`config.mk`:
```
export PLATFORM = sky130hd
export DESIGN_NAME = phys_regfile_flat
export DESIGN_NICKNAME = d
export VERILOG_FILES = /design/src/ooo_pkg.sv /design/src/ooo_ifs.sv /design/src/phys_regfile.sv /design/src/flat_wrapper.sv
export SDC_FILE = /design/constraint.sdc
export NUM_CORES = 2
export LEC_CHECK = 0
export ABC_CLOCK_PERIOD_IN_PS = 4500
export BUFFER_PORTS_ARGS = -buffer_cell sky130_fd_sc_hd__clkbuf_2
export CAP_MARGIN = 20
export CORE_MARGIN = 5
export CORE_UTILIZATION = 40
export CTS_CLUSTER_DIAMETER = 200
export CTS_CLUSTER_SIZE = 8
export DETAILED_ROUTE_END_ITERATION = 8
export HOLD_SLACK_MARGIN = 0.08
export PLACE_DENSITY_LB_ADDON = 0.15
export SYNTH_ARGS = -nofsm -noshare
export SYNTH_HDL_FRONTEND = slang
export SYNTH_SLANG_ARGS = --single-unit
```
`constraint.sdc`:
```
create_clock -name clk -period 4.5 [get_ports clk]
set_input_delay 0.9 -clock clk [delete_from_list [all_inputs] [get_ports clk]]
set_output_delay 0.9 -clock clk [all_outputs]
set_load 0.01 [all_outputs]
```
`src/ooo_pkg.sv`:
```
package ooo_pkg;

    localparam int XLEN     = 32;
    localparam int NUM_PHYS = 64;

    typedef logic [XLEN-1:0] data_t;
    typedef logic [4:0]      arch_reg_t;
    typedef logic [5:0]      phys_tag_t;  // tag 0 is the hardwired zero
    typedef logic [3:0]      rob_idx_t;
    typedef logic [31:0]     inst_t;

    localparam logic [6:0] OPCODE_OP     = 7'b0110011;
    localparam logic [6:0] FUNCT7_MULDIV = 7'd1;

    typedef enum logic [2:0] {
        ALU_ADD,
        ALU_SUB,
        ALU_AND,
        ALU_OR,
        ALU_XOR,
        ALU_SLT,
        ALU_MUL
    } alu_op_e;

endpackage
```
`src/ooo_ifs.sv`:
```


interface wb_if;
    import ooo_pkg::*;

    logic      valid;
    phys_tag_t dst_tag;
    rob_idx_t  rob_idx;
    data_t     data;

    modport src   (output valid, dst_tag, rob_idx, data);
    modport snoop (input valid, dst_tag, rob_idx, data);
endinterface

```
`src/phys_regfile.sv`:
```
`timescale 1ns/1ps

module phys_regfile (
    input  logic               clk,
    input  logic               rst_n,
    input  ooo_pkg::phys_tag_t rs1_tag,
    input  ooo_pkg::phys_tag_t rs2_tag,
    output ooo_pkg::data_t     rs1_val,
    output ooo_pkg::data_t     rs2_val,
    output logic               rs1_ready,
    output logic               rs2_ready,
    input  ooo_pkg::phys_tag_t alloc_tag,
    input  logic               alloc_tag_valid,
    wb_if.snoop                wb_alu,
    wb_if.snoop                wb_mul
);
    import ooo_pkg::*;

    data_t               regs [NUM_PHYS];
    logic [NUM_PHYS-1:0] ready_q;

    // {ready, value} with same-cycle results forwarded
    function automatic logic [XLEN:0] read_port(phys_tag_t tag);
        if (tag == '0)
            return {1'b1, {XLEN{1'b0}}};
        if (wb_alu.valid && wb_alu.dst_tag == tag)
            return {1'b1, wb_alu.data};
        if (wb_mul.valid && wb_mul.dst_tag == tag)
            return {1'b1, wb_mul.data};
        return {ready_q[tag], regs[tag]};
    endfunction

    assign {rs1_ready, rs1_val} = read_port(rs1_tag);
    assign {rs2_ready, rs2_val} = read_port(rs2_tag);

    always_ff @(posedge clk) begin
        if (!rst_n) begin
            ready_q <= '1;
            // xN comes out of reset holding N
            for (int i = 0; i < NUM_PHYS; i++) begin
                regs[i] <= data_t'(i);
            end
        end else begin
            if (alloc_tag_valid)
                ready_q[alloc_tag] <= 1'b0;
            if (wb_alu.valid) begin
                ready_q[wb_alu.dst_tag] <= 1'b1;
                regs[wb_alu.dst_tag]    <= wb_alu.data;
            end
            if (wb_mul.valid) begin
                ready_q[wb_mul.dst_tag] <= 1'b1;
                regs[wb_mul.dst_tag]    <= wb_mul.data;
            end
        end
    end

endmodule

```
`src/flat_wrapper.sv`:
```
// flat-port wrapper written by rule: the top's interface ports become plain ports
module phys_regfile_flat import ooo_pkg::*;
  (clk, rst_n, rs1_tag, rs2_tag, rs1_val, rs2_val, rs1_ready, rs2_ready, alloc_tag, alloc_tag_valid, wb_alu_valid, wb_alu_dst_tag, wb_alu_rob_idx, wb_alu_data, wb_mul_valid, wb_mul_dst_tag, wb_mul_rob_idx, wb_mul_data);
  wb_if wb_alu_i ();
  wb_if wb_mul_i ();
  input  logic clk;
  input  logic rst_n;
  input  ooo_pkg::phys_tag_t rs1_tag;
  input  ooo_pkg::phys_tag_t rs2_tag;
  output ooo_pkg::data_t rs1_val;
  output ooo_pkg::data_t rs2_val;
  output logic rs1_ready;
  output logic rs2_ready;
  input  ooo_pkg::phys_tag_t alloc_tag;
  input  logic alloc_tag_valid;
  input wire logic [$bits(wb_alu_i.valid)-1:0] wb_alu_valid;
  input wire logic [$bits(wb_alu_i.dst_tag)-1:0] wb_alu_dst_tag;
  input wire logic [$bits(wb_alu_i.rob_idx)-1:0] wb_alu_rob_idx;
  input wire logic [$bits(wb_alu_i.data)-1:0] wb_alu_data;
  input wire logic [$bits(wb_mul_i.valid)-1:0] wb_mul_valid;
  input wire logic [$bits(wb_mul_i.dst_tag)-1:0] wb_mul_dst_tag;
  input wire logic [$bits(wb_mul_i.rob_idx)-1:0] wb_mul_rob_idx;
  input wire logic [$bits(wb_mul_i.data)-1:0] wb_mul_data;
  assign wb_alu_i.valid = wb_alu_valid;
  assign wb_alu_i.dst_tag = wb_alu_dst_tag;
  assign wb_alu_i.rob_idx = wb_alu_rob_idx;
  assign wb_alu_i.data = wb_alu_data;
  assign wb_mul_i.valid = wb_mul_valid;
  assign wb_mul_i.dst_tag = wb_mul_dst_tag;
  assign wb_mul_i.rob_idx = wb_mul_rob_idx;
  assign wb_mul_i.data = wb_mul_data;
  phys_regfile u_core (.clk(clk), .rst_n(rst_n), .rs1_tag(rs1_tag), .rs2_tag(rs2_tag), .rs1_val(rs1_val), .rs2_val(rs2_val), .rs1_ready(rs1_ready), .rs2_ready(rs2_ready), .alloc_tag(alloc_tag), .alloc_tag_valid(alloc_tag_valid), .wb_alu(wb_alu_i), .wb_mul(wb_mul_i));
endmodule
```
==> flow_summary.json <==
{
  "outcome": "finished with violations",
  "failed_checks": "negative setup slack",
  "netlist.area_leader.share": 0.496,
  "r2r_cells": 2,
  "slowest_stage": "a22oi_1",
  "io_pins": 173,
  "wirelength_um": 644000,
  "fp.dieH_um": 567,
  "dr.pass1.iters": 9,
  "cts.sinks": 2112,
  "skew_ns": 0,
  "fin_nets": 9652,
  "synth_seq_area_share": 0.506,
  "ant_nets": 0,
  "grt_max_degree": 72,
  "setup_ws_ns": -0.158,
  "drt_iter0_drc": 16960,
  "max_freq_ghz": 0.215,
  "drive_gt1_frac": 0.303,
  "synthFlopType": "edfxtp_1",
  "worst_slew_pin_slew_ns": 1.36,
  "critPathArrivalTime_ns": 3.76,
  "synth_area_leaders": "edfxtp_1 50%, a22o_1 13%, mux4_2 11%",
  "grt_use_total": 0.386,
  "clk_pin_slew_ns": 0.05,
  "crit_path_frequent_cell": "buf_4",
  "rows": 204,
  "min_path_cells": 3,
  "netlist.top_cell.by_area": "edfxtp_1",
  "hold_viol_final": 0,
  "grt_pass1_vias": 98126,
  "place.gp.congestion": 1.02,
  "finalCritPeriodShare": 1.04,
  "clock_latency_ns": 0.93,
  "end_kind": "output port",
  "critPathMaxStageDelay_ns": 0.88,
  "startpoint_type": "input port",
  "antenna_found_initial": 49,
  "io_buffers": 164,
  "die-area_um2": 321000,
  "cts-root-buf": "clkbuf_16",
  "path_cells": "buf_12 > buf_4 > mux4_2 > a22oi_1 > o2bb2ai_1 > buf_4 > a41oi_1 > clkbuf_2",
  "h-tree-depth": 5,
  "synth_seq_cells": 2112,
  "finalCriticalPeriod_ns": 4.66,
  "vias": 102493,
  "worst-path-stages": 8,
  "place_hpwl_um": 404000,
  "synth_fp_nets": 9556,
  "synth_edf_count": 2048,
  "worst-path-buf-inv": 4,
  "syn-cell-area_um2": 124000,
  "syn_inst": 9449,
  "rsz0062_at_grt": "true",
  "p_per_area_nw_per_um2": 368,
  "required_ns": 3.60,
  "numCtsBuffers": 301,
  "core_um2": 309000,
  "synthArstFlopShare": 0,
  "drv_slew": 0,
  "cts_tree": "done",
  "syn_to_final_growth_pct": 16.6,
  "fin_setup_tns_ns": -0.575,
  "maxCapViolCount": 0,
  "crit_type": "input port to output port",
  "ys_warn_count": 0,
  "final_util": 0.468,
  "p_leak_nw": 49.4,
  "grt_pass1_wl_um": 859000,
  "slew_headroom": 0.0889,
  "crit_family": "compound AO/OA/AOI/OAI gates",
  "synth.distinct_cells": 58,
  "place_ws_ns": -0.624,
  "ir_worst_vdd_uv": 249,
  "start_util": 0.401,
  "postSynthAreaPerCell_um2": 13.1,
  "cts_buffer_depth": 4,
  "die_x_um": 567,
  "hold_path_class": "input port to register",
  "routedWlPerCell_um": 46.7,
  "avgViaCountPerCell": 7.43,
  "drc": 0,
  "cp_max_fo": 13,
  "setup_violations": 11,
  "grt.overflow.total": 0
}
-- layout by cell type, fill, tap and decap left out, types with 33 or more instances in the layout --
cell type / count
clkbuf_2: 96
mux4_2: 601
nand2b_1: 66
and3_1: 33
a41oi_1: 59
a22o_1: 1856
a21oi_1: 225
a22oi_1: 226
clkbuf_1: 74
dfxtp_1: 64
buf_12: 234
nor2b_1: 108
inv_1: 39
a31oi_1: 109
o211ai_1: 63
mux2_2: 608
nand2_1: 185
buf_4: 802
nor2_1: 336
nor3_1: 67
o22ai_1: 276
a211oi_1: 124
mux2i_1: 446
clkbuf_16: 309
nor2_4: 57
o31ai_1: 65
edfxtp_1: 2048
o21ai_0: 99
nor3_2: 67
-- stage by stage --
stage	cell area [um2]	std cells	hold WS (ns)	power [mW]
floorplan	124000	9449	0.438	27.5
global route	144000	13771	0.377	54.0
finish	145000	13787	0.354	53.1
detailed placement	136000	13355	0.468	31.8
CTS	144000	13757	0.298	52.7
global placement	136000	13355	0.451	31.7
-- worst min-delay path, delay by kind of cell --
kind	cells	cell delay, ns
buf+inv	1	0.18
compound gates	1	0.10
simple gates	1	0.06
-- final timing paths --
kind | slack, ns | end | startpoint
min reg2reg | 0.48 | u_core.ready_q[50]$_SDFF_PN1_ | u_core.ready_q[50]$_SDFF_PN1_
min | 0.35 | u_core.ready_q[48]$_SDFF_PN1_ | alloc_tag[1]
max reg2reg | 3.84 | u_core.ready_q[29]$_SDFF_PN1_ | u_core.ready_q[29]$_SDFF_PN1_
max | -0.16 | rs2_val[5] | rs2_tag[0]
-- layer usage --
metal / track usage / wire length [um] / vias up
met5: 0.00565 / 441 / -
met4: 0.301 / 62000 / 18
met3: 0.131 / 85800 / 2047
met2: 0.553 / 270000 / 8661
met1: 0.476 / 226000 / 52847
li1: - / - / 38920
-- logic make-up after synthesis --
family,Yosys count,synth area share
buffers and inverters,1417,0.0483
DFF,2112,0.506
muxes,1656,0.201
xor gates and xnor gates,24,0.00170
AOI/OAI and AO/OA,3203,0.204
and+or+nand+nor,1037,0.0393
-- cell type report --
type / count / area (um2)
inverters: 47 / 180
repair buffers: 1163 / 11700
clock inverters: 19 / 259
fillers: 27186 / 164000
diodes: 26 / 65.1
well taps: 4120 / 5150
flip-flops and latches: 2112 / 62800
multi-input cells: 5920 / 56400
clock buffers: 380 / 7940
-- cells in the mapped netlist, types with 3 or more instances --
cell type  count
inv_1         41
a32o_1        13
nand4_1        9
dfxtp_1       64
clkinv_1       6
or2_2          3
xor2_1        12
a31oi_1      115
nand3b_1      12
xnor2_1       12
edfxtp_1    2048
mux4_2       601
a22o_1      1856
nand2b_1      73
o211ai_1      63
buf_6         14
o21ai_0      102
a41oi_1       64
mux2_2       608
buf_4         57
and2_1         6
nor2b_1      112
a21oi_1      225
or3_1          3
o22ai_1      280
or3b_2         4
o41ai_1       31
nor3_1       136
nor2_1       404
a211oi_1     130
nand2_1      188
a22oi_1      230
buf_2        274
and3_1        34
and3b_1        5
nor3b_1        3
o2bb2ai_1     19
mux2i_1      447
clkbuf_1     984
buf_1         41
nand3_1       32
o31ai_1       65
-- where the power goes --
part           internal [mW]  switching, mW
combinational           3.11           5.57
sequential              22.7          0.556
clock                   12.2           9.00
total                   38.0           15.1
-- state kept, by name, summed over array words and instances, names as in the netlist --
register and flops:
u_core.ready_q 64, u_core.regs 2048
-- repair_timing --
action,in CTS,in global routing
cloned,0,3
pin swaps,0,1
buffers inserted,3,0
resized for setup,30,44
setup endpoints to repair,17,41
hold endpoints to repair,0,0
hold buffers,0,0
Note: power is estimated with default switching activity, not from simulation.
