<file path="config.mk">
export PLATFORM = sky130hd
export DESIGN_NAME = dispatch_unit_flat
export DESIGN_NICKNAME = d
export VERILOG_FILES = /design/src/ooo_pkg.sv /design/src/ooo_ifs.sv /design/src/dispatch_unit.sv /design/src/flat_wrapper.sv
export SDC_FILE = /design/constraint.sdc
export NUM_CORES = 1
export LEC_CHECK = 0
export ABC_AREA = 1
export CORE_MARGIN = 2
export CORE_UTILIZATION = 55
export CTS_CLUSTER_DIAMETER = 50
export DETAILED_ROUTE_END_ITERATION = 16
export DONT_BUFFER_PORTS = 1
export HOLD_SLACK_MARGIN = 0.12
export PLACE_DENSITY = 0.7
export SLEW_MARGIN = 10
export SYNTH_ARGS = -nofsm -noshare
export SYNTH_HDL_FRONTEND = slang
export SYNTH_SLANG_ARGS = --single-unit
</file>
<file path="constraint.sdc">
create_clock -name clk -period 4.94 [get_ports clk]
set_clock_uncertainty 0.2 [all_clocks]
set_input_delay 1.235 -clock clk [delete_from_list [all_inputs] [get_ports clk]]
set_output_delay 1.235 -clock clk [all_outputs]
set_load 0.02 [all_outputs]
</file>
<file path="src/ooo_pkg.sv">
package ooo_pkg;

    localparam int XLEN     = 32;
    localparam int NUM_PHYS = 64;

    typedef logic [XLEN-1:0] data_t;
    typedef logic [4:0]      arch_reg_t;
    typedef logic [5:0]      phys_tag_t;  // tag 0 is the hardwired zero
    typedef logic [3:0]      rob_idx_t;
    typedef logic [31:0]     inst_t;

    localparam logic [6:0] OPCODE_OP     = 7'b0110011;
    localparam logic [6:0] FUNCT7_MULDIV = 7'd1;

    typedef enum logic [2:0] {
        ALU_ADD,
        ALU_SUB,
        ALU_AND,
        ALU_OR,
        ALU_XOR,
        ALU_SLT,
        ALU_MUL
    } alu_op_e;

endpackage
</file>
<file path="src/ooo_ifs.sv">
`timescale 1ns/1ps

interface dispatch_if;
    import ooo_pkg::*;

    logic      valid;
    alu_op_e   op;
    phys_tag_t src1_tag;
    phys_tag_t src2_tag;
    logic      src1_ready;
    logic      src2_ready;
    data_t     src1_val;
    data_t     src2_val;
    phys_tag_t dst_tag;
    rob_idx_t  rob_idx;

    modport src (output valid, op, src1_tag, src2_tag, src1_ready, src2_ready,
                 output src1_val, src2_val, dst_tag, rob_idx);
    modport dst (input valid, op, src1_tag, src2_tag, src1_ready, src2_ready,
                 input src1_val, src2_val, dst_tag, rob_idx);
endinterface


</file>
<file path="src/dispatch_unit.sv">
`timescale 1ns/1ps

module dispatch_unit (
    input  logic               clk,
    input  logic               rst_n,
    input  logic               inst_valid,
    input  ooo_pkg::inst_t     inst,
    output logic               stall,
    output ooo_pkg::phys_tag_t rs1_tag,
    output ooo_pkg::phys_tag_t rs2_tag,
    input  logic               rs1_ready,
    input  logic               rs2_ready,
    input  ooo_pkg::data_t     rs1_val,
    input  ooo_pkg::data_t     rs2_val,
    output ooo_pkg::phys_tag_t alloc_tag,
    output logic               alloc_tag_valid,
    output logic               alloc,
    output ooo_pkg::arch_reg_t alloc_rd,
    output ooo_pkg::phys_tag_t alloc_old_tag,
    input  ooo_pkg::rob_idx_t  alloc_idx,
    input  logic               rob_full,
    input  logic               free_valid,
    input  ooo_pkg::phys_tag_t free_tag,
    input  logic               rs_alu_full,
    input  logic               rs_mul_full,
    dispatch_if.src            d_alu,
    dispatch_if.src            d_mul
);
    import ooo_pkg::*;

    phys_tag_t  map_q [32];      // rename table
    phys_tag_t  fl_q  [32];      // circular free list
    logic [4:0] fl_head, fl_tail;

    alu_op_e   op;
    logic      is_op, is_mul, accept;
    arch_reg_t rd, rs1, rs2;
    phys_tag_t dst_tag;

    assign rd  = inst[11:7];
    assign rs1 = inst[19:15];
    assign rs2 = inst[24:20];

    always_comb begin
        op    = ALU_ADD;
        is_op = (inst[6:0] == OPCODE_OP);
        case ({inst[31:25], inst[14:12]})
            {7'b0000000, 3'b000}:    op = ALU_ADD;
            {7'b0100000, 3'b000}:    op = ALU_SUB;
            {7'b0000000, 3'b111}:    op = ALU_AND;
            {7'b0000000, 3'b110}:    op = ALU_OR;
            {7'b0000000, 3'b100}:    op = ALU_XOR;
            {7'b0000000, 3'b010}:    op = ALU_SLT;
            {FUNCT7_MULDIV, 3'b000}: op = ALU_MUL;
            default:                 is_op = 1'b0;  // dropped before the ROB
        endcase
    end

    assign is_mul = (op == ALU_MUL);
    assign stall  = rob_full || (is_op && (is_mul ? rs_mul_full : rs_alu_full));
    assign accept = inst_valid && !stall;

    assign rs1_tag         = map_q[rs1];
    assign rs2_tag         = map_q[rs2];
    assign alloc_tag       = fl_q[fl_head];
    assign alloc_tag_valid = accept && is_op && (rd != '0);
    assign alloc           = accept && is_op;
    assign alloc_rd        = rd;
    assign alloc_old_tag   = map_q[rd];
    assign dst_tag         = (rd != '0) ? alloc_tag : '0;  // x0 results go to tag 0

    assign d_alu.valid      = alloc && !is_mul;
    assign d_mul.valid      = alloc && is_mul;
    assign d_alu.op         = op;
    assign d_mul.op         = op;
    assign d_alu.src1_tag   = rs1_tag;
    assign d_mul.src1_tag   = rs1_tag;
    assign d_alu.src2_tag   = rs2_tag;
    assign d_mul.src2_tag   = rs2_tag;
    assign d_alu.src1_ready = rs1_ready;
    assign d_mul.src1_ready = rs1_ready;
    assign d_alu.src2_ready = rs2_ready;
    assign d_mul.src2_ready = rs2_ready;
    assign d_alu.src1_val   = rs1_val;
    assign d_mul.src1_val   = rs1_val;
    assign d_alu.src2_val   = rs2_val;
    assign d_mul.src2_val   = rs2_val;
    assign d_alu.dst_tag    = dst_tag;
    assign d_mul.dst_tag    = dst_tag;
    assign d_alu.rob_idx    = alloc_idx;
    assign d_mul.rob_idx    = alloc_idx;

    always_ff @(posedge clk) begin
        if (!rst_n) begin
            for (int i = 0; i < 32; i++) begin
                map_q[i] <= phys_tag_t'(i);       // identity map
                fl_q[i]  <= phys_tag_t'(32 + i);
            end
            fl_head <= '0;
            fl_tail <= '0;
        end else begin
            if (alloc_tag_valid) begin
                map_q[rd] <= alloc_tag;
                fl_head   <= fl_head + 1'b1;
            end
            if (free_valid) begin
                fl_q[fl_tail] <= free_tag;
                fl_tail       <= fl_tail + 1'b1;
            end
        end
    end

endmodule

</file>
<file path="src/flat_wrapper.sv">
// flat-port wrapper written by rule: the top's interface ports become plain ports
module dispatch_unit_flat import ooo_pkg::*;
  (clk, rst_n, inst_valid, inst, stall, rs1_tag, rs2_tag, rs1_ready, rs2_ready, rs1_val, rs2_val, alloc_tag, alloc_tag_valid, alloc, alloc_rd, alloc_old_tag, alloc_idx, rob_full, free_valid, free_tag, rs_alu_full, rs_mul_full, d_alu_valid, d_alu_op, d_alu_src1_tag, d_alu_src2_tag, d_alu_src1_ready, d_alu_src2_ready, d_alu_src1_val, d_alu_src2_val, d_alu_dst_tag, d_alu_rob_idx, d_mul_valid, d_mul_op, d_mul_src1_tag, d_mul_src2_tag, d_mul_src1_ready, d_mul_src2_ready, d_mul_src1_val, d_mul_src2_val, d_mul_dst_tag, d_mul_rob_idx);
  dispatch_if d_alu_i ();
  dispatch_if d_mul_i ();
  input  logic clk;
  input  logic rst_n;
  input  logic inst_valid;
  input  ooo_pkg::inst_t inst;
  output logic stall;
  output ooo_pkg::phys_tag_t rs1_tag;
  output ooo_pkg::phys_tag_t rs2_tag;
  input  logic rs1_ready;
  input  logic rs2_ready;
  input  ooo_pkg::data_t rs1_val;
  input  ooo_pkg::data_t rs2_val;
  output ooo_pkg::phys_tag_t alloc_tag;
  output logic alloc_tag_valid;
  output logic alloc;
  output ooo_pkg::arch_reg_t alloc_rd;
  output ooo_pkg::phys_tag_t alloc_old_tag;
  input  ooo_pkg::rob_idx_t alloc_idx;
  input  logic rob_full;
  input  logic free_valid;
  input  ooo_pkg::phys_tag_t free_tag;
  input  logic rs_alu_full;
  input  logic rs_mul_full;
  output wire logic [$bits(d_alu_i.valid)-1:0] d_alu_valid;
  output wire logic [$bits(d_alu_i.op)-1:0] d_alu_op;
  output wire logic [$bits(d_alu_i.src1_tag)-1:0] d_alu_src1_tag;
  output wire logic [$bits(d_alu_i.src2_tag)-1:0] d_alu_src2_tag;
  output wire logic [$bits(d_alu_i.src1_ready)-1:0] d_alu_src1_ready;
  output wire logic [$bits(d_alu_i.src2_ready)-1:0] d_alu_src2_ready;
  output wire logic [$bits(d_alu_i.src1_val)-1:0] d_alu_src1_val;
  output wire logic [$bits(d_alu_i.src2_val)-1:0] d_alu_src2_val;
  output wire logic [$bits(d_alu_i.dst_tag)-1:0] d_alu_dst_tag;
  output wire logic [$bits(d_alu_i.rob_idx)-1:0] d_alu_rob_idx;
  output wire logic [$bits(d_mul_i.valid)-1:0] d_mul_valid;
  output wire logic [$bits(d_mul_i.op)-1:0] d_mul_op;
  output wire logic [$bits(d_mul_i.src1_tag)-1:0] d_mul_src1_tag;
  output wire logic [$bits(d_mul_i.src2_tag)-1:0] d_mul_src2_tag;
  output wire logic [$bits(d_mul_i.src1_ready)-1:0] d_mul_src1_ready;
  output wire logic [$bits(d_mul_i.src2_ready)-1:0] d_mul_src2_ready;
  output wire logic [$bits(d_mul_i.src1_val)-1:0] d_mul_src1_val;
  output wire logic [$bits(d_mul_i.src2_val)-1:0] d_mul_src2_val;
  output wire logic [$bits(d_mul_i.dst_tag)-1:0] d_mul_dst_tag;
  output wire logic [$bits(d_mul_i.rob_idx)-1:0] d_mul_rob_idx;
  assign d_alu_valid = d_alu_i.valid;
  assign d_alu_op = d_alu_i.op;
  assign d_alu_src1_tag = d_alu_i.src1_tag;
  assign d_alu_src2_tag = d_alu_i.src2_tag;
  assign d_alu_src1_ready = d_alu_i.src1_ready;
  assign d_alu_src2_ready = d_alu_i.src2_ready;
  assign d_alu_src1_val = d_alu_i.src1_val;
  assign d_alu_src2_val = d_alu_i.src2_val;
  assign d_alu_dst_tag = d_alu_i.dst_tag;
  assign d_alu_rob_idx = d_alu_i.rob_idx;
  assign d_mul_valid = d_mul_i.valid;
  assign d_mul_op = d_mul_i.op;
  assign d_mul_src1_tag = d_mul_i.src1_tag;
  assign d_mul_src2_tag = d_mul_i.src2_tag;
  assign d_mul_src1_ready = d_mul_i.src1_ready;
  assign d_mul_src2_ready = d_mul_i.src2_ready;
  assign d_mul_src1_val = d_mul_i.src1_val;
  assign d_mul_src2_val = d_mul_i.src2_val;
  assign d_mul_dst_tag = d_mul_i.dst_tag;
  assign d_mul_rob_idx = d_mul_i.rob_idx;
  dispatch_unit u_core (.clk(clk), .rst_n(rst_n), .inst_valid(inst_valid), .inst(inst), .stall(stall), .rs1_tag(rs1_tag), .rs2_tag(rs2_tag), .rs1_ready(rs1_ready), .rs2_ready(rs2_ready), .rs1_val(rs1_val), .rs2_val(rs2_val), .alloc_tag(alloc_tag), .alloc_tag_valid(alloc_tag_valid), .alloc(alloc), .alloc_rd(alloc_rd), .alloc_old_tag(alloc_old_tag), .alloc_idx(alloc_idx), .rob_full(rob_full), .free_valid(free_valid), .free_tag(free_tag), .rs_alu_full(rs_alu_full), .rs_mul_full(rs_mul_full), .d_alu(d_alu_i), .d_mul(d_mul_i));
endmodule
</file>
==> results.txt <==
----------------------------------------------------
[Floorplanning]
  Horizontal extent of the die ... 208.9 um
  Die Ht ... 208.9 um
  Number of ports placed on the die boundary ... 331
  Effective utilization at floorplan ... 55.43%
  Row count ... 75
  Overall die area ... 43640 um^2
  Placeable Area ... 41670 um^2

[Synth]
  Post-Synthesis Cells ... 2589
  Top-area cell type share of the netlist area ... 49.93%
  Share of synthesized flip-flops with an asynchronous set or reset ... 0%
  Number of enable flip-flop cells after synthesis ... 384
  Netlist area before placement ... 23090 um^2
  Share of synthesized area occupied by flip-flops and latches ... 51.23%
  Most instantiated library cell after synthesis ... nor2_1
  Flip-flop and latch count after synthesis ... 399
  Top post-synthesis cells by area ... edfxtp_1 50%, nor2_1 8.8%, o21ai_0 6.8%, buf_4 5.8%, nand2_1 4.8%
  Number of warnings issued by yosys ... 0
  Yosys top cell by area ... edfxtp_1
  Synthesized area per cell ... 8.920 um^2
  Post-synth cell types ... 43
  Most used DFF post-synth ... edfxtp_1
  Most frequent cells after synthesis ... 539 x nor2_1, 384 x edfxtp_1, 314 x o21ai_0

[Pwr]
  Flop pwr share ... 48.4%
  Design internal power ... 0.005853 W
  Design Power ... 0.007896 W
  Switching component of the power ... 0.002042 W
  Sw frac ... 25.87%
  Pwr dens ... 331.4 nW/um^2
  Max rail drop VDD ... 379.3 uV
  Standby leakage power ... 7.722 nW
  Clock power share ... 42.2%
  Power share of the combinational group ... 9.4%

[GRT]
  Largest net degree at the start of global routing ... 100
  Wire length of the first global-routing pass ... 111.1 mm
  Sum of overflow across all layers after global routing ... 0
  Initial antenna violation count ... 0
  Via count of the first global-routing pass ... 18520
  Total global routing track utilization ... 33.19%

[Clock network]
  H-tree levels ... 2
  Worst skew pair latency ... 610 ps
  Clk pin slew, worst setup/hold paths ... 60 ps
  # Post-CTS Setup Buffers ... 0
  Hold_buf cts ... 0
  CTS tree ... done
  Clock root cell ... clkbuf_16
  Number of cells upsized or downsized after cts ... 0
  Total clock sinks ... 399
  Number of buffers added by the clock tree synthesis step ... 45
  Buffer depth of the longest clock path ... 3

[Drt]
  Length of the first detailed-routing pass in iterations ... 6
  Number of violations reported at the end of detailed-routing iteration 0 ... 2733
  Routed vias ... 19620
  Total length of routed wires ... 73.76 mm
  Per-cell via count in the routed design ... 6.773
  Remaining DRCs ... 0
  Remaining antenna violation count ... 0
  WL per Instance ... 25.46 um

[STA]
  Number of max-slew violations in the final report ... 0
  Min Clock Period, post-route ... 4572 ps
  Max Clk Rate ... 218.7 MHz
  Final hold viol count ... 0
  Slew at the pin closest to its max-slew limit ... 1112 ps
  Number of setup violations in the final report ... 0
  Final critical-path share of the clock period ... 92.56%
  Setup repair after global routing missed its margin ... false
  Slew headroom ... 25.78%
  TNS Setup ... 0 ps

[Setup path]
  Crit-path slowest cell ... o21ai_1
  Nature of the critical path endpoint ... primary output
  Slowest cell delay on critical path ... 430 ps
  Classification of the worst setup path ... register to primary output
  List of cells traversed by the critical path ... inv_2 -> buf_4 -> o21ai_0 -> o221ai_1 -> nand3_1 -> nand2_1 -> inv_1 -> o21ai_1 -> inv_1 -> nor2_1 -> buf_4
  Critical Path Fanout Max ... 24
  Combined buffer and inverter count along the critical path ... 5
  Worst setup SP type ... register
  Worst endpoint data arrival time ... 3140 ps
  Required time of the critical path ... 3500 ps
  Cell family with the largest share of critical-path delay ... buffers and inverters

[Run]
  Number of max-cap violations ... 0

[Layout]
  Fraction of layout cells with a size suffix above 1 ... 8.058%
  Number of nets in the layout ... 2443
  Number of diodes ... 0
  Syn-to-layout area delta ... 3.158%

[Min path]
  Type of the tightest min-delay check ... register to register

[Placed design]
  Total half-perimeter wirelength after legalization and detailed placement ... 48.02 mm
  Port buffer count ... 0
  RD Place Congestion ... 0.9667

[Status]
  Outcome ... finished, final reports clean

----------------------------------------------------
-- worst paths after layout --
check | start | end | slack [ps] | depth (start not counted)
worst min-delay path | u_core.fl_head[4] | register | 320 | 2
worst max register to register | register | u_core.map_q[14][1] | 1770 | 7
worst min register to register | u_core.fl_head[4] | register | 320 | 2
worst max-delay path | register | d_alu_dst_tag[5] | 370 | 11
-- per-layer routing --
layer	share of wire, %	global-route usage (%)
met5	0	0
met3	11	7.109
met2	47	54.40
met1	36	41.27
met4	6.1	17.96
-- power by group through the flow --
stage | registers, W | clock network, W | logic [W]
global placement | 0.00388 | 0 | 0.000709
floorplan | 0.00385 | 0 | 0.000730
global route | 0.00382 | 0.00349 | 0.000788
finish | 0.00382 | 0.00333 | 0.000743
detailed placement | 0.00389 | 0 | 0.000721
CTS | 0.00381 | 0.00336 | 0.000723
-- area by class of cell --
cell class | instances | area, um^2
clock buffer | 51 | 1149
clock inverter | 31 | 322.8
fill | 3613 | 17840
inverter | 108 | 405.4
multi-input combinational | 1692 | 8736
sequential | 399 | 11830
tap | 539 | 674.4
timing repair buffer | 77 | 703.2
-- stage by stage --
stage / utilization (%) / hold slack (ps) / setup WS (ps) / area [um^2] / instances
5_1_grt: 57.18 / 372.3 / 265.6 / 23820 / 2897
2_1_floorplan: - / 276.2 / 360.4 / 23110 / 2594
6_report: 57.18 / 315.7 / 367.6 / 23820 / 2897
4_1_cts: 57.18 / 315.4 / 399.3 / 23820 / 2897
3_3_place_gp: 53.65 / 309.6 / 631.1 / 22350 / 2815
3_5_place_dp: 53.65 / 308.9 / 647.3 / 22350 / 2815
-- cell usage in the layout, fill, tap and decap left out, types with 5 or more instances in the layout --
| cell | count |
|---|---|
| o211ai_1 | 19 |
| o22ai_1 | 27 |
| clkinv_2 | 8 |
| ha_1 | 5 |
| clkbuf_1 | 6 |
| inv_1 | 99 |
| a31oi_1 | 13 |
| nor2_1 | 537 |
| a21oi_1 | 31 |
| nor3_2 | 8 |
| o221ai_1 | 98 |
| buf_4 | 67 |
| edfxtp_1 | 384 |
| a2111o_1 | 6 |
| clkinv_1 | 12 |
| a32oi_1 | 12 |
| o21ai_4 | 5 |
| nor3_1 | 8 |
| nand3_1 | 59 |
| conb_1 | 6 |
| buf_12 | 10 |
| a22oi_1 | 96 |
| inv_2 | 6 |
| nand4_1 | 107 |
| nand2_1 | 298 |
| clkbuf_16 | 45 |
| nand4_4 | 10 |
| o21ai_0 | 314 |
| a21boi_0 | 6 |
| dfxtp_1 | 14 |
-- state kept, by name, indices dropped and copies added, names as in the netlist, named ones only --
signal          count
u_core.fl_q       192
u_core.map_q      192
u_core.fl_head      5
u_core.fl_tail      5
-- worst register-to-register path: cells and delay by family, from the launching register on --
family	cells	cell delay, ps
AO/OA/AOI/OAI	3	870
buffers and inverters	2	1000
flip-flops	1	320
AND/OR/NAND/NOR	2	470
-- logic make-up after synthesis --
family | after synthesis | synth area share (%)
xor gates and xnor gates | 3 | 0.1138
and+or+nand+nor | 1045 | 19.68
other | 1 | 0.01624
AOI/OAI and AO/OA | 633 | 17.23
adders and majority gates | 5 | 0.2709
buffers and inverters | 503 | 11.46
DFF | 399 | 51.23
Note: power is estimated with default switching activity, not from simulation.
