**src/ooo_pkg.sv**
```systemverilog
package ooo_pkg;

    localparam int XLEN     = 32;
    localparam int NUM_PHYS = 64;

    typedef logic [XLEN-1:0] data_t;
    typedef logic [4:0]      arch_reg_t;
    typedef logic [5:0]      phys_tag_t;  // tag 0 is the hardwired zero
    typedef logic [3:0]      rob_idx_t;
    typedef logic [31:0]     inst_t;

    localparam logic [6:0] OPCODE_OP     = 7'b0110011;
    localparam logic [6:0] FUNCT7_MULDIV = 7'd1;

    typedef enum logic [2:0] {
        ALU_ADD,
        ALU_SUB,
        ALU_AND,
        ALU_OR,
        ALU_XOR,
        ALU_SLT,
        ALU_MUL
    } alu_op_e;

endpackage
```
**src/ooo_ifs.sv**
```systemverilog


interface issue_if;
    import ooo_pkg::*;

    logic      valid;
    alu_op_e   op;
    data_t     a;
    data_t     b;
    phys_tag_t dst_tag;
    rob_idx_t  rob_idx;

    modport src (output valid, op, a, b, dst_tag, rob_idx);
    modport dst (input valid, op, a, b, dst_tag, rob_idx);
endinterface

interface wb_if;
    import ooo_pkg::*;

    logic      valid;
    phys_tag_t dst_tag;
    rob_idx_t  rob_idx;
    data_t     data;

    modport src   (output valid, dst_tag, rob_idx, data);
    modport snoop (input valid, dst_tag, rob_idx, data);
endinterface

```
**src/alu_unit.sv**
```systemverilog
`timescale 1ns/1ps

module alu_unit (
    input  logic clk,
    input  logic rst_n,
    issue_if.dst iss,
    wb_if.src    wb
);
    import ooo_pkg::*;

    data_t result;

    always_comb begin
        case (iss.op)
            ALU_SUB: result = iss.a - iss.b;
            ALU_AND: result = iss.a & iss.b;
            ALU_OR:  result = iss.a | iss.b;
            ALU_XOR: result = iss.a ^ iss.b;
            ALU_SLT: result = data_t'($signed(iss.a) < $signed(iss.b));
            default: result = iss.a + iss.b;
        endcase
    end

    always_ff @(posedge clk) begin
        if (!rst_n)
            wb.valid <= 1'b0;
        else
            wb.valid <= iss.valid;
    end

    always_ff @(posedge clk) begin
        wb.dst_tag <= iss.dst_tag;
        wb.rob_idx <= iss.rob_idx;
        wb.data    <= result;
    end

endmodule

```
**src/flat_wrapper.sv**
```systemverilog
// flat-port wrapper written by rule: the top's interface ports become plain ports
module alu_unit_flat import ooo_pkg::*;
  (clk, rst_n, iss_valid, iss_op, iss_a, iss_b, iss_dst_tag, iss_rob_idx, wb_valid, wb_dst_tag, wb_rob_idx, wb_data);
  issue_if iss_i ();
  wb_if wb_i ();
  input  logic clk;
  input  logic rst_n;
  input wire logic [$bits(iss_i.valid)-1:0] iss_valid;
  input wire logic [$bits(iss_i.op)-1:0] iss_op;
  input wire logic [$bits(iss_i.a)-1:0] iss_a;
  input wire logic [$bits(iss_i.b)-1:0] iss_b;
  input wire logic [$bits(iss_i.dst_tag)-1:0] iss_dst_tag;
  input wire logic [$bits(iss_i.rob_idx)-1:0] iss_rob_idx;
  output wire logic [$bits(wb_i.valid)-1:0] wb_valid;
  output wire logic [$bits(wb_i.dst_tag)-1:0] wb_dst_tag;
  output wire logic [$bits(wb_i.rob_idx)-1:0] wb_rob_idx;
  output wire logic [$bits(wb_i.data)-1:0] wb_data;
  assign iss_i.valid = iss_valid;
  assign iss_i.op = iss_op;
  assign iss_i.a = iss_a;
  assign iss_i.b = iss_b;
  assign iss_i.dst_tag = iss_dst_tag;
  assign iss_i.rob_idx = iss_rob_idx;
  assign wb_valid = wb_i.valid;
  assign wb_dst_tag = wb_i.dst_tag;
  assign wb_rob_idx = wb_i.rob_idx;
  assign wb_data = wb_i.data;
  alu_unit u_core (.clk(clk), .rst_n(rst_n), .iss(iss_i), .wb(wb_i));
endmodule
```
**config.mk**
```make
export PLATFORM = sky130hd
export DESIGN_NAME = alu_unit_flat
export DESIGN_NICKNAME = d
export VERILOG_FILES = /design/src/ooo_pkg.sv /design/src/ooo_ifs.sv /design/src/alu_unit.sv /design/src/flat_wrapper.sv
export SDC_FILE = /design/constraint.sdc
export NUM_CORES = 1
export LEC_CHECK = 0
export ABC_AREA = 1
export ABC_CLOCK_PERIOD_IN_PS = 2950
export BUFFER_PORTS_ARGS = -buffer_cell sky130_fd_sc_hd__buf_4
export CORE_MARGIN = 3
export CORE_UTILIZATION = 35
export CTS_CLUSTER_SIZE = 24
export DETAILED_ROUTE_END_ITERATION = 16
export GPL_TIMING_DRIVEN = 0
export HOLD_SLACK_MARGIN = 0.15
export PLACE_DENSITY = 0.53
export SLEW_MARGIN = 20
export SYNTH_ARGS = -nofsm -noshare
export SYNTH_HDL_FRONTEND = slang
export SYNTH_SLANG_ARGS = --single-unit
```
**constraint.sdc**
```tcl
create_clock -name clk -period 2.95 [get_ports clk]
set_clock_uncertainty 0.2 [all_clocks]
set_input_delay 0.1475 -clock clk [delete_from_list [all_inputs] [get_ports clk]]
set_output_delay 0.1475 -clock clk [all_outputs]
set_load 0.02 [all_outputs]
```
==> results by group, run 1 <==
Run status
  – Status: finished clean

Detailed routing
  – Drt pass-1 iters: 7
  – DR iter-0 viols: 536
  – DR vias: 8618
  – Final WL: 29500 µm
  – DR vias/cell: 4.82
  – Detail Route Antenna Nets: 0
  – DRC errors left: 0
  – Routed WL per cell: 16.5 µm

Timing
  – Final setup viols: 0
  – Final worst path period share: 95.0%
  – Worst slew margin: 29.3%
  – Setup_tns: 0 ns
  – Slew @ Worst Pin: 1.06 ns
  – Fmax: 357 MHz
  – Crit path time final: 2.80 ns
  – Max Slew Vio Count: 0
  – Final hold violation count: 0

Floorplanning
  – Die area: 23000 µm²
  – Row count: 52
  – Starting Density: 36.2%
  – IO Pins: 123
  – Die X: 152 µm
  – Core Footprint: 20600 µm²
  – Die H: 152 µm

Power
  – Pint: 1620 µW
  – Combinational power share: 56.5%
  – Sequential share of power: 22.9%
  – Total net switching power: 1420 µW
  – Pwr Density: 326 nW/µm²
  – Final Total Pwr: 3040 µW
  – Static Leakage: 0.00558 µW
  – Clock share of power: 20.6%
  – VDD IR max: 0.187 mV
  – Switching share of power: 46.8%

Setup path
  – Worst EP required: 2.94 ns
  – WP data arrival: 2.79 ns
  – Master of the slowest instance on the critical path: dlygate4sd3_1
  – CP Capture Type: flop
  – Buf/Inv on CP: 5
  – Most frequent CP cell: nand2_1
  – Path type of the worst setup path: in2reg
  – CP max FO: 8
  – Startpoint Class: input port
  – CP cell instances: dlygate4sd3_1 > buf_4 > inv_1 > ha_1 > buf_2 > nor2_1 > nand2_1 > nor3_2 > nand2_2 > nand2_1 > nand2_1 > nand3_1 > nand3_1 > dlygate4sd3_1
  – Crit path max-delay family: buffers and inverters
  – Crit-path max cell delay: 0.55 ns

Synth
  – Area leader, netlist: nand2_1
  – Unique masters post-synth: 37
  – Cells after synthesis: 1344
  – Synth area leaders: nand2_1, ha_1, inv_1
  – Synthesized area: 7430 µm²
  – Asr flop ratio synth: 0%
  – Top-area cell type share of the netlist area: 21.8%
  – YS warnings: 0
  – Post-synth EDFFs: 0
  – Syn nets: 1522
  – Ys flop type: dfxtp_1
  – Register area share after synthesis: 11.6%
  – Post-Syn Area per Cell: 5.53 µm²
  – #FFs+latches synth: 43

Global routing
  – Initial antenna violation count: 0
  – GRT Residual Overflow: 0
  – Largest net degree at the start of global routing: 16
  – Number of global-route vias before repair: 7913
  – First-pass GRT wire length: 43900 µm
  – Global-route usage over all layers: 25.3%

Worst hold path
  – Type of the worst min-delay path: in2reg

Final layout
  – Layout Nets: 1693
  – Synth-to-Final Area Change: 25.1%
  – Layout cell share with drive strength beyond 1: 14.8%
  – Fillers: 2349

Clocking
  – CTS clk-pin slew, worst paths: 0.08 ns
  – CTS tree: done
  – CTS Buf Count: 5
  – Root buffer cell: clkbuf_16
  – H-tree depth: 2
  – Num Clock Sinks: 43
  – Max Buffers Root-to-Sink: 2

Job
  – Max cap viols: 0

Placed design
  – GPL Wtd Cong: 1.00
  – PortBufs: 122
  – DP Wirelength: 24100 µm
[power by group through the flow]
stage / Sequential, µW / Clock, µW / Combinational (µW)
global placement: 708 / 0 / 1630
detailed placement: 710 / 0 / 1630
finish: 696 / 626 / 1710
floorplan: 828 / 0 / 920
CTS: 698 / 652 / 1680
global route: 706 / 660 / 1900
[registers in the layout, indices dropped and copies added (netlist names)]
| name | cells |
|---|---|
| u_core.wb.valid | 1 |
| u_core.wb.dst_tag | 6 |
| u_core.wb.rob_idx | 4 |
| u_core.wb.data | 32 |
[synthesized netlist by cell type, types with 10 or more instances]
library cell and number:
nand2_1 431, inv_1 302, nand3_1 108, ha_1 96, nor2_1 90, a21oi_1 79, dfxtp_1 43, o22ai_1 27
o21ai_0 18, xor2_1 16, buf_4 13, nand4_1 13, buf_2 12, nor2_2 10, nor3_1 10
[cell type report]
cell class                      instances  area, µm²  area share, %
Tap cell                              270        338           3.63
Multi-Input combinational cell        949       5160           55.5
Clock buffer                            5        125           1.35
Buffer                                 40        278           2.99
Clock inverter                          3       25.0          0.269
Sequential cell                        43        861           9.26
Timing Repair Buffer                  164       1330           14.3
Inverter                              312       1170           12.6
Antenna cell                            1       2.50         0.0269
[routing by layer]
metal / GRT usage (%) / vias to the layer above / share of wire [%] / routed length [µm]
met5: 0 / - / 0 / 0
met4: 5.35 / 0 / 1.6 / 474
li1: - / 4440 / - / -
met3: 5.12 / 25 / 8.1 / 2380
met1: 35.0 / 3866 / 46 / 13600
met2: 41.0 / 287 / 44 / 13000
[worst paths after layout]
path / slack, ns / end / cells past startpoint / from
setup / recovery: 0.15 / u_core.wb.data[0] / 14 / iss_b[30]
hold / removal: 0.15 / u_core.wb.data[24] / 4 / iss_b[24]
[logic make-up (layout without fill, tap and decap cells)]
kind of cell    Yosys count  count (layout)  share of synthesized area (%)
simple gates            692             692                           39.5
xor+xnor                 16              16                           1.89
buf+inv                 352             524                           19.5
flops                    43              43                           11.6
compound gates          143             143                           10.9
other cells               0               1                              0
fa+ha+maj                98              98                           16.7
[metrics by stage]
step | instances | hold WS (ns) | util, % | instance area, µm² | worst slack [ns]
6_report | 1787 | 0.155 | 45.2 | 9300 | 0.147
5_1_grt | 1786 | 0.169 | 45.2 | 9300 | -0.0119
4_1_cts | 1784 | 0.151 | 44.9 | 9240 | 0.00979
3_5_place_dp | 1736 | 0.0531 | 42.3 | 8690 | 0.360
3_3_place_gp | 1736 | 0.0521 | 42.3 | 8690 | 0.355
2_1_floorplan | 1344 | -0.0248 | - | 7430 | 1.06
[tightest hold or removal path: stages]
cell,delay (ns)
buf_4,0.08
ha_1,0.21
a21oi_1,0.09
nand3_1,0.10
[placed cells by master (no fill, tap or decap), drive strengths merged]
cell,n
inv,312
and2,1
o21bai,5
fa,2
o22ai,27
a221oi,3
clkinvlp,1
ha,96
clkinv,2
buf,159
nand4,13
o2111ai,1
or2,2
o21ai,18
o211ai,4
clkbuf,10
diode,1
nand3b,1
a21oi,81
nand3,114
o311ai,2
nor3,15
nor2,103
a21o,2
nand2,440
and3,3
dfxtp,43
dlygate4sd3,40
xor2,16
[repair_timing]
item,4_1_cts,5_1_grt
buffers inserted,0,2
setup endpoints to repair,0,1
endpoints found under the hold margin,25,0
gates resized for setup,0,17
hold buffers,40,0
Note: power is estimated with default switching activity, not from simulation.
==> run 2, diff against run 1 <==
CORE_ASPECT_RATIO = 1.5   (was unset)
==> run 2 against run 1 <==
Against the previous run: power down 1.1%; clock-buffer cell count stayed put; worst setup slack improved by 0.035 ns; critical path depth grew 1; core utilization is 0.81 points lower; critical path type unchanged; largest cell class unchanged.
==> results by group, run 2 (synthesis results as in run 1) <==
Placed design
  – DP Wirelength: 25000 µm (+3.8%)
  – GPL Wtd Cong: 0.949 (-5.6%)
  – Placed Cells: 1730 (-0.35%)
  – PortBufs: 122 (unchanged)

Clocking
  – Max Buffers Root-to-Sink: 2 (unchanged)
  – H-tree depth: 2 (unchanged)
  – CTS clk-pin slew, worst paths: 0.07 ns (about the same)
  – CTS tree: done
  – Post CTS Setup Buffer Count: 0 (unchanged)
  – Num Clock Sinks: 43 (unchanged)
  – CTS Buf Count: 5 (unchanged)
  – Root buffer cell: clkbuf_16

Floorplanning
  – Row count: 64 (+23%)
  – IO Pins: 123 (unchanged)
  – Core Footprint: 20700 µm² (+0.49%)
  – Starting Density: 36.0% (-0.18 points)
  – Die area: 23100 µm² (+0.15%)
  – Die H: 184 µm (+22%)
  – Die X: 125 µm (-18%)

Global routing
  – Number of global-route vias before repair: 8505 (+7.5%)
  – First-pass GRT wire length: 45400 µm (+3.4%)
  – Largest net degree at the start of global routing: 16 (unchanged)
  – GRT Residual Overflow: 0 (unchanged)
  – Global-route usage over all layers: 25.6% (+0.24 points)
  – Initial antenna violation count: 0 (unchanged)

Final layout
  – Layout cell share with drive strength beyond 1: 14.2% (-0.58 points)
  – N_diodes: 0 (-1)
  – Largest regs: u_core.wb.data x32, u_core.wb.dst_tag x6, u_core.wb.rob_idx x4
  – Final Core Density: 44.4% (-0.81 points)
  – Largest reg by FF count: u_core.wb.data
  – Layout Cells excl Fill: 1772 (-0.84%)
  – Layout Nets: 1685 (-0.47%)
  – Fillers: 2402 (+2.3%)
  – Multi-input logic area: 5130 µm² (-0.65%)
  – Most frequent cells in the layout: nand2_1, inv_1, buf_4, nand3_1, ha_1
  – Synth-to-Final Area Change: 23.4%
  – Max FFs per register: 32 (unchanged)
  – Most common cell after layout, fill and taps aside: nand2_1
  – Reg area: 861 µm² (unchanged)

Timing
  – Slew @ Worst Pin: 0.976 ns (-0.0851 ns)
  – Final worst path period share: 93.8% (-1.2 points)
  – Max Slew Vio Count: 0 (unchanged)
  – Hold Slack: 0.153 ns (-0.00170 ns)
  – Crit path time final: 2.77 ns (-0.0351 ns)
  – Final setup viols: 0 (unchanged)
  – Worst slew margin: 34.9% (+5.7 points)
  – Setup_tns: 0 ns (unchanged)
  – Final hold violation count: 0 (unchanged)
  – Fmax: 361 MHz (+1.3%)
  – RSZ-0062 raised after global routing: no

Setup path
  – Path type of the worst setup path: in2reg
  – CP max FO: 8 (unchanged)
  – WP data arrival: 2.76 ns (-0.03 ns)
  – Startpoint Class: input port
  – CP Capture Type: flop
  – Worst Setup EP: u_core.wb.data[0]
  – Crit path from: iss_b[26]
  – Worst EP required: 2.94 ns (about the same)

Power
  – Static Leakage: 0.00553 µW (-0.79%)
  – VDD IR max: 0.216 mV (+16%)
  – Pwr Density: 327 nW/µm² (+0.23%)

Run status
  – Status: finished clean

Detailed routing
  – Metal1 wirelength: 11000 µm (-19%)
  – Top layer in use: met4
  – Drt pass-1 iters: 5 (-2)
  – Final WL: 29700 µm (+0.93%)
  – WL met2: 15800 µm (+22%)
  – DRC errors left: 0 (unchanged)
  – DR vias/cell: 4.80 (-0.46%)
  – Detail Route Antenna Nets: 0 (unchanged)
  – Routed WL per cell: 16.8 µm (+1.8%)
  – DR WL met3: 1100 µm (-54%)
  – DR iter-0 viols: 513 (-4.3%)
  – DR vias: 8506 (-1.3%)

Job
  – Max cap viols: 0 (unchanged)

Worst hold path
  – Type of the worst min-delay path: in2reg
==> run 2: cell count changes in the layout (fill, tap and decap cells not counted), sizes merged <==
| cell | change |
|---|---|
| clkinv | -2 |
| buf | -3 |
| clkbuf | +1 |
| dlygate4sd3 | -6 |
| diode | -1 |
| clkinvlp | +1 |
| inv | +1 |
==> run 2: final cells by class <==
type	instances	share of cell area, %
buffer	40	3.00
sequential	43	9.38
tap	264	3.60
multi-input combinational	949	55.9
timing repair buffer	156	13.7
inverter	312	12.8
clock inverter	3	0.259
clock buffer	5	1.36
==> run 2: metal layers <==
| metal | track usage (%) | vias to the layer above |
|---|---|---|
| li1 | - | 4424 |
| met1 | 26.1 | 3777 |
| met2 | 50.3 | 226 |
| met3 | 2.17 | 79 |
| met4 | 15.0 | 0 |
| met5 | 0 | - |
==> run 2: worst min path at each step <==
stage | startpoint | end | cells after the start
after global routing | iss_b[12] | u_core.wb.data[12] | 4
after global placement | iss_rob_idx[1] | u_core.wb.rob_idx[1] | 1
after detailed placement | iss_rob_idx[0] | u_core.wb.rob_idx[0] | 1
after CTS | iss_b[12] | u_core.wb.data[12] | 4
final | iss_b[1] | u_core.wb.data[1] | 6
after floorplan | iss_dst_tag[0] | u_core.wb.dst_tag[0] | 0
==> run 2: what timing repair did <==
| action | CTS | global route |
|---|---|---|
| hold buffers | 34 | 0 |
| setup endpoints to repair | 0 | 1 |
| gates resized for setup | 0 | 3 |
| endpoints found under the hold margin | 22 | 0 |
==> run 2: critical path, stage by stage <==
cell,delay [ns]
dlygate4sd3_1,0.53
buf_4,0.10
inv_1,0.05
ha_1,0.27
buf_2,0.21
nor2_2,0.07
nand2_1,0.08
nand2_1,0.12
nand2_1,0.08
nand2_1,0.04
a21oi_1,0.16
nand3_1,0.14
nand3_1,0.12
nand3_1,0.07
dlygate4sd3_1,0.56
==> run 2: power breakdown <==
part | internal (µW) | switching, µW
clock network | 318 | 292
logic | 613 | 1080
registers | 673 | 22.8
total | 1600 | 1400
==> run 2: per-stage QoR <==
step                area [µm²]  worst slack, ns  total power [µW]
floorplan                 7430             1.06              1750
global placement          8680            0.346              2360
detailed placement        8680            0.341              2370
CTS                       9170           0.0737              3040
global route              9180           0.0276              3240
finish                    9180            0.182              3000
==> run 3, diff against run 2 <==
ABC_CLOCK_PERIOD_IN_PS = 2500   (was 2950)
GPL_TIMING_DRIVEN = unset   (was 0)
PLACE_DENSITY = 0.55   (was 0.53)
clock period = 2.5 ns   (was 2.95 ns; I/O delays follow)
==> run 3 against run 2 <==
Against the previous run: worst setup slack got worse by 0.11 ns; global-route usage fell by 0.68 points; sequential share of layout area fell by 0.15 points.
==> results by group, run 3 (synthesis results as in run 1) <==
Run status
  – Status: finished clean

Placed design
  – DP Wirelength: 24400 µm (-2.2%)
  – GPL Wtd Cong: 0.972 (+2.4%)
  – PortBufs: 122 (unchanged)
  – Cell Area, Placed: 8660 µm² (-0.23%)

Timing
  – Final hold violation count: 0 (unchanged)
  – Max Slew Vio Count: 0 (unchanged)
  – Worst slew margin: 51.3% (+16 points)
  – Setup_tns: 0 ns (unchanged)
  – Final setup viols: 0 (unchanged)
  – Fmax: 412 MHz
  – Final worst path period share: 97.0%
  – Slew @ Worst Pin: 0.723 ns (-0.253 ns)
  – Crit path time final: 2.43 ns
  – RSZ-0062 raised after global routing: no

Detailed routing
  – Final WL: 29300 µm (-1.6%)
  – Routed WL per cell: 16.5 µm (-1.8%)
  – DRC errors left: 0 (unchanged)
  – DR vias: 8601 (+1.1%)
  – DR iter-0 viols: 518 (+0.97%)
  – DR vias/cell: 4.84 (+0.89%)
  – Drt pass-1 iters: 5 (unchanged)
  – Detail Route Antenna Nets: 0 (unchanged)

Final layout
  – Most frequent cells in the layout: nand2_1, inv_1, buf_4, nand3_1, ha_1
  – Max FFs per register: 32 (unchanged)
  – Design area: 9330 µm² (+1.7%)
  – Most common cell after layout, fill and taps aside: nand2_1
  – N_diodes: 0 (unchanged)
  – Layout cell share with drive strength beyond 1: 14.9% (+0.76 points)
  – Largest reg by FF count: u_core.wb.data
  – Largest regs: u_core.wb.data x32, u_core.wb.dst_tag x6, u_core.wb.rob_idx x4
  – Final Core Density: 45.2% (+0.74 points)
  – Layout Nets: 1689 (+0.24%)
  – Synth-to-Final Area Change: 25.5%

Setup path
  – Master of the slowest instance on the critical path: dlygate4sd3_1
  – WP data arrival: 2.42 ns (-0.34 ns)
  – WP depth: 13 (-2)
  – Path type of the worst setup path: in2reg
  – Crit path max-delay family: simple AND/OR/NAND/NOR gates
  – Buf/Inv on CP: 2 (-3)
  – CP max FO: 4 (-4)
  – Crit-path max cell delay: 0.58 ns (+0.02 ns)
  – CP cell instances: buf_4 > dlygate4sd3_1 > fa_1 > nand2_2 > nand2_1 > nand3_1 > nand2_1 > nand3_1 > nand2_2 > nand2_1 > nand3_1 > nand3_1 > nand3_1
  – CP Capture Type: flop
  – Worst EP required: 2.49 ns (-0.45 ns)
  – Most frequent CP cell: nand3_1
  – Startpoint Class: input port

Floorplanning
  – Die H: 184 µm (unchanged)
  – Die X: 125 µm (unchanged)
  – Die area: 23100 µm² (unchanged)
  – Starting Density: 36.0% (unchanged)
  – Core Footprint: 20700 µm² (unchanged)
  – Row count: 64 (unchanged)
  – IO Pins: 123 (unchanged)

Worst hold path
  – Type of the worst min-delay path: in2reg
  – Cells on Worst Hold Path: 4 (-2)

Clocking
  – Num Clock Sinks: 43 (unchanged)
  – Root buffer cell: clkbuf_16
  – CTS clk-pin slew, worst paths: 0.08 ns (about the same)
  – H-tree depth: 2 (unchanged)
  – Max Buffers Root-to-Sink: 2 (unchanged)
  – CTS tree: done
  – CTS Buf Count: 5 (unchanged)

Global routing
  – First-pass GRT wire length: 44700 µm (-1.4%)
  – Global-route usage over all layers: 24.9% (-0.68 points)
  – Largest net degree at the start of global routing: 17 (+1)
  – GRT Residual Overflow: 0 (unchanged)
  – Initial antenna violation count: 0 (unchanged)
  – Number of global-route vias before repair: 8601 (+1.1%)

Power
  – Pwr Density: 393 nW/µm² (+20%)
  – Static Leakage: 0.00558 µW (+0.93%)
  – VDD IR max: 0.285 mV (+32%)

Job
  – Max cap viols: 0 (unchanged)
-- run 3: changes by cell type in the layout (fill, tap and decap cells not counted), sizes merged --
cell         delta
bufinv          +1
inv             -1
clkinvlp        -2
dlygate4sd3    +10
clkinv          +2
clkbuf          -6
-- run 3: cell type report --
class / instances / area, µm²
Fill cell: 2354 / 11300
Multi-Input combinational cell: 949 / 5180
Timing Repair Buffer: 200 / 1610
Inverter: 312 / 1170
Sequential cell: 43 / 861
Tap cell: 264 / 330
Clock buffer: 5 / 125
Clock inverter: 3 / 43.8
-- run 3: through the flow --
stage	setup WS [ns]	hold WS (ns)	power [µW]	std cells
floorplan	0.637	-0.0473	2060	1344
global placement	0.0735	0.0298	2790	1724
detailed placement	0.0806	0.0306	2790	1724
CTS	0.0463	0.154	3690	1776
global route	0.0113	0.194	3940	1776
finish	0.0747	0.172	3670	1776
-- run 3: path summary, 6_finish.rpt --
| path | end | startpoint | slack (ns) |
|---|---|---|---|
| worst max-delay path | u_core.wb.data[0] | iss_a[1] | 0.07 |
| worst min-delay path | u_core.wb.data[27] | iss_a[27] | 0.17 |
-- run 3: power breakdown --
part / switching, µW / internal [µW]
clock: 343 / 473
combinational: 1280 / 749
sequential: 31.1 / 794
total: 1650 / 2020
-- run 3: repair_timing --
action	CTS	global route
resized for setup	0	17
setup endpoints to repair	0	14
hold buffers	44	0
hold endpoints to repair	26	0
setup buffers	0	0
-- run 3: layer usage --
layer / vias up / part of all wire (%) / GRT usage [%]
li1: 4421 / - / -
met1: 3840 / 37 / 25.0
met2: 261 / 53 / 49.4
met3: 79 / 3.8 / 2.49
met4: 0 / 6.2 / 14.1
met5: - / 0 / 0
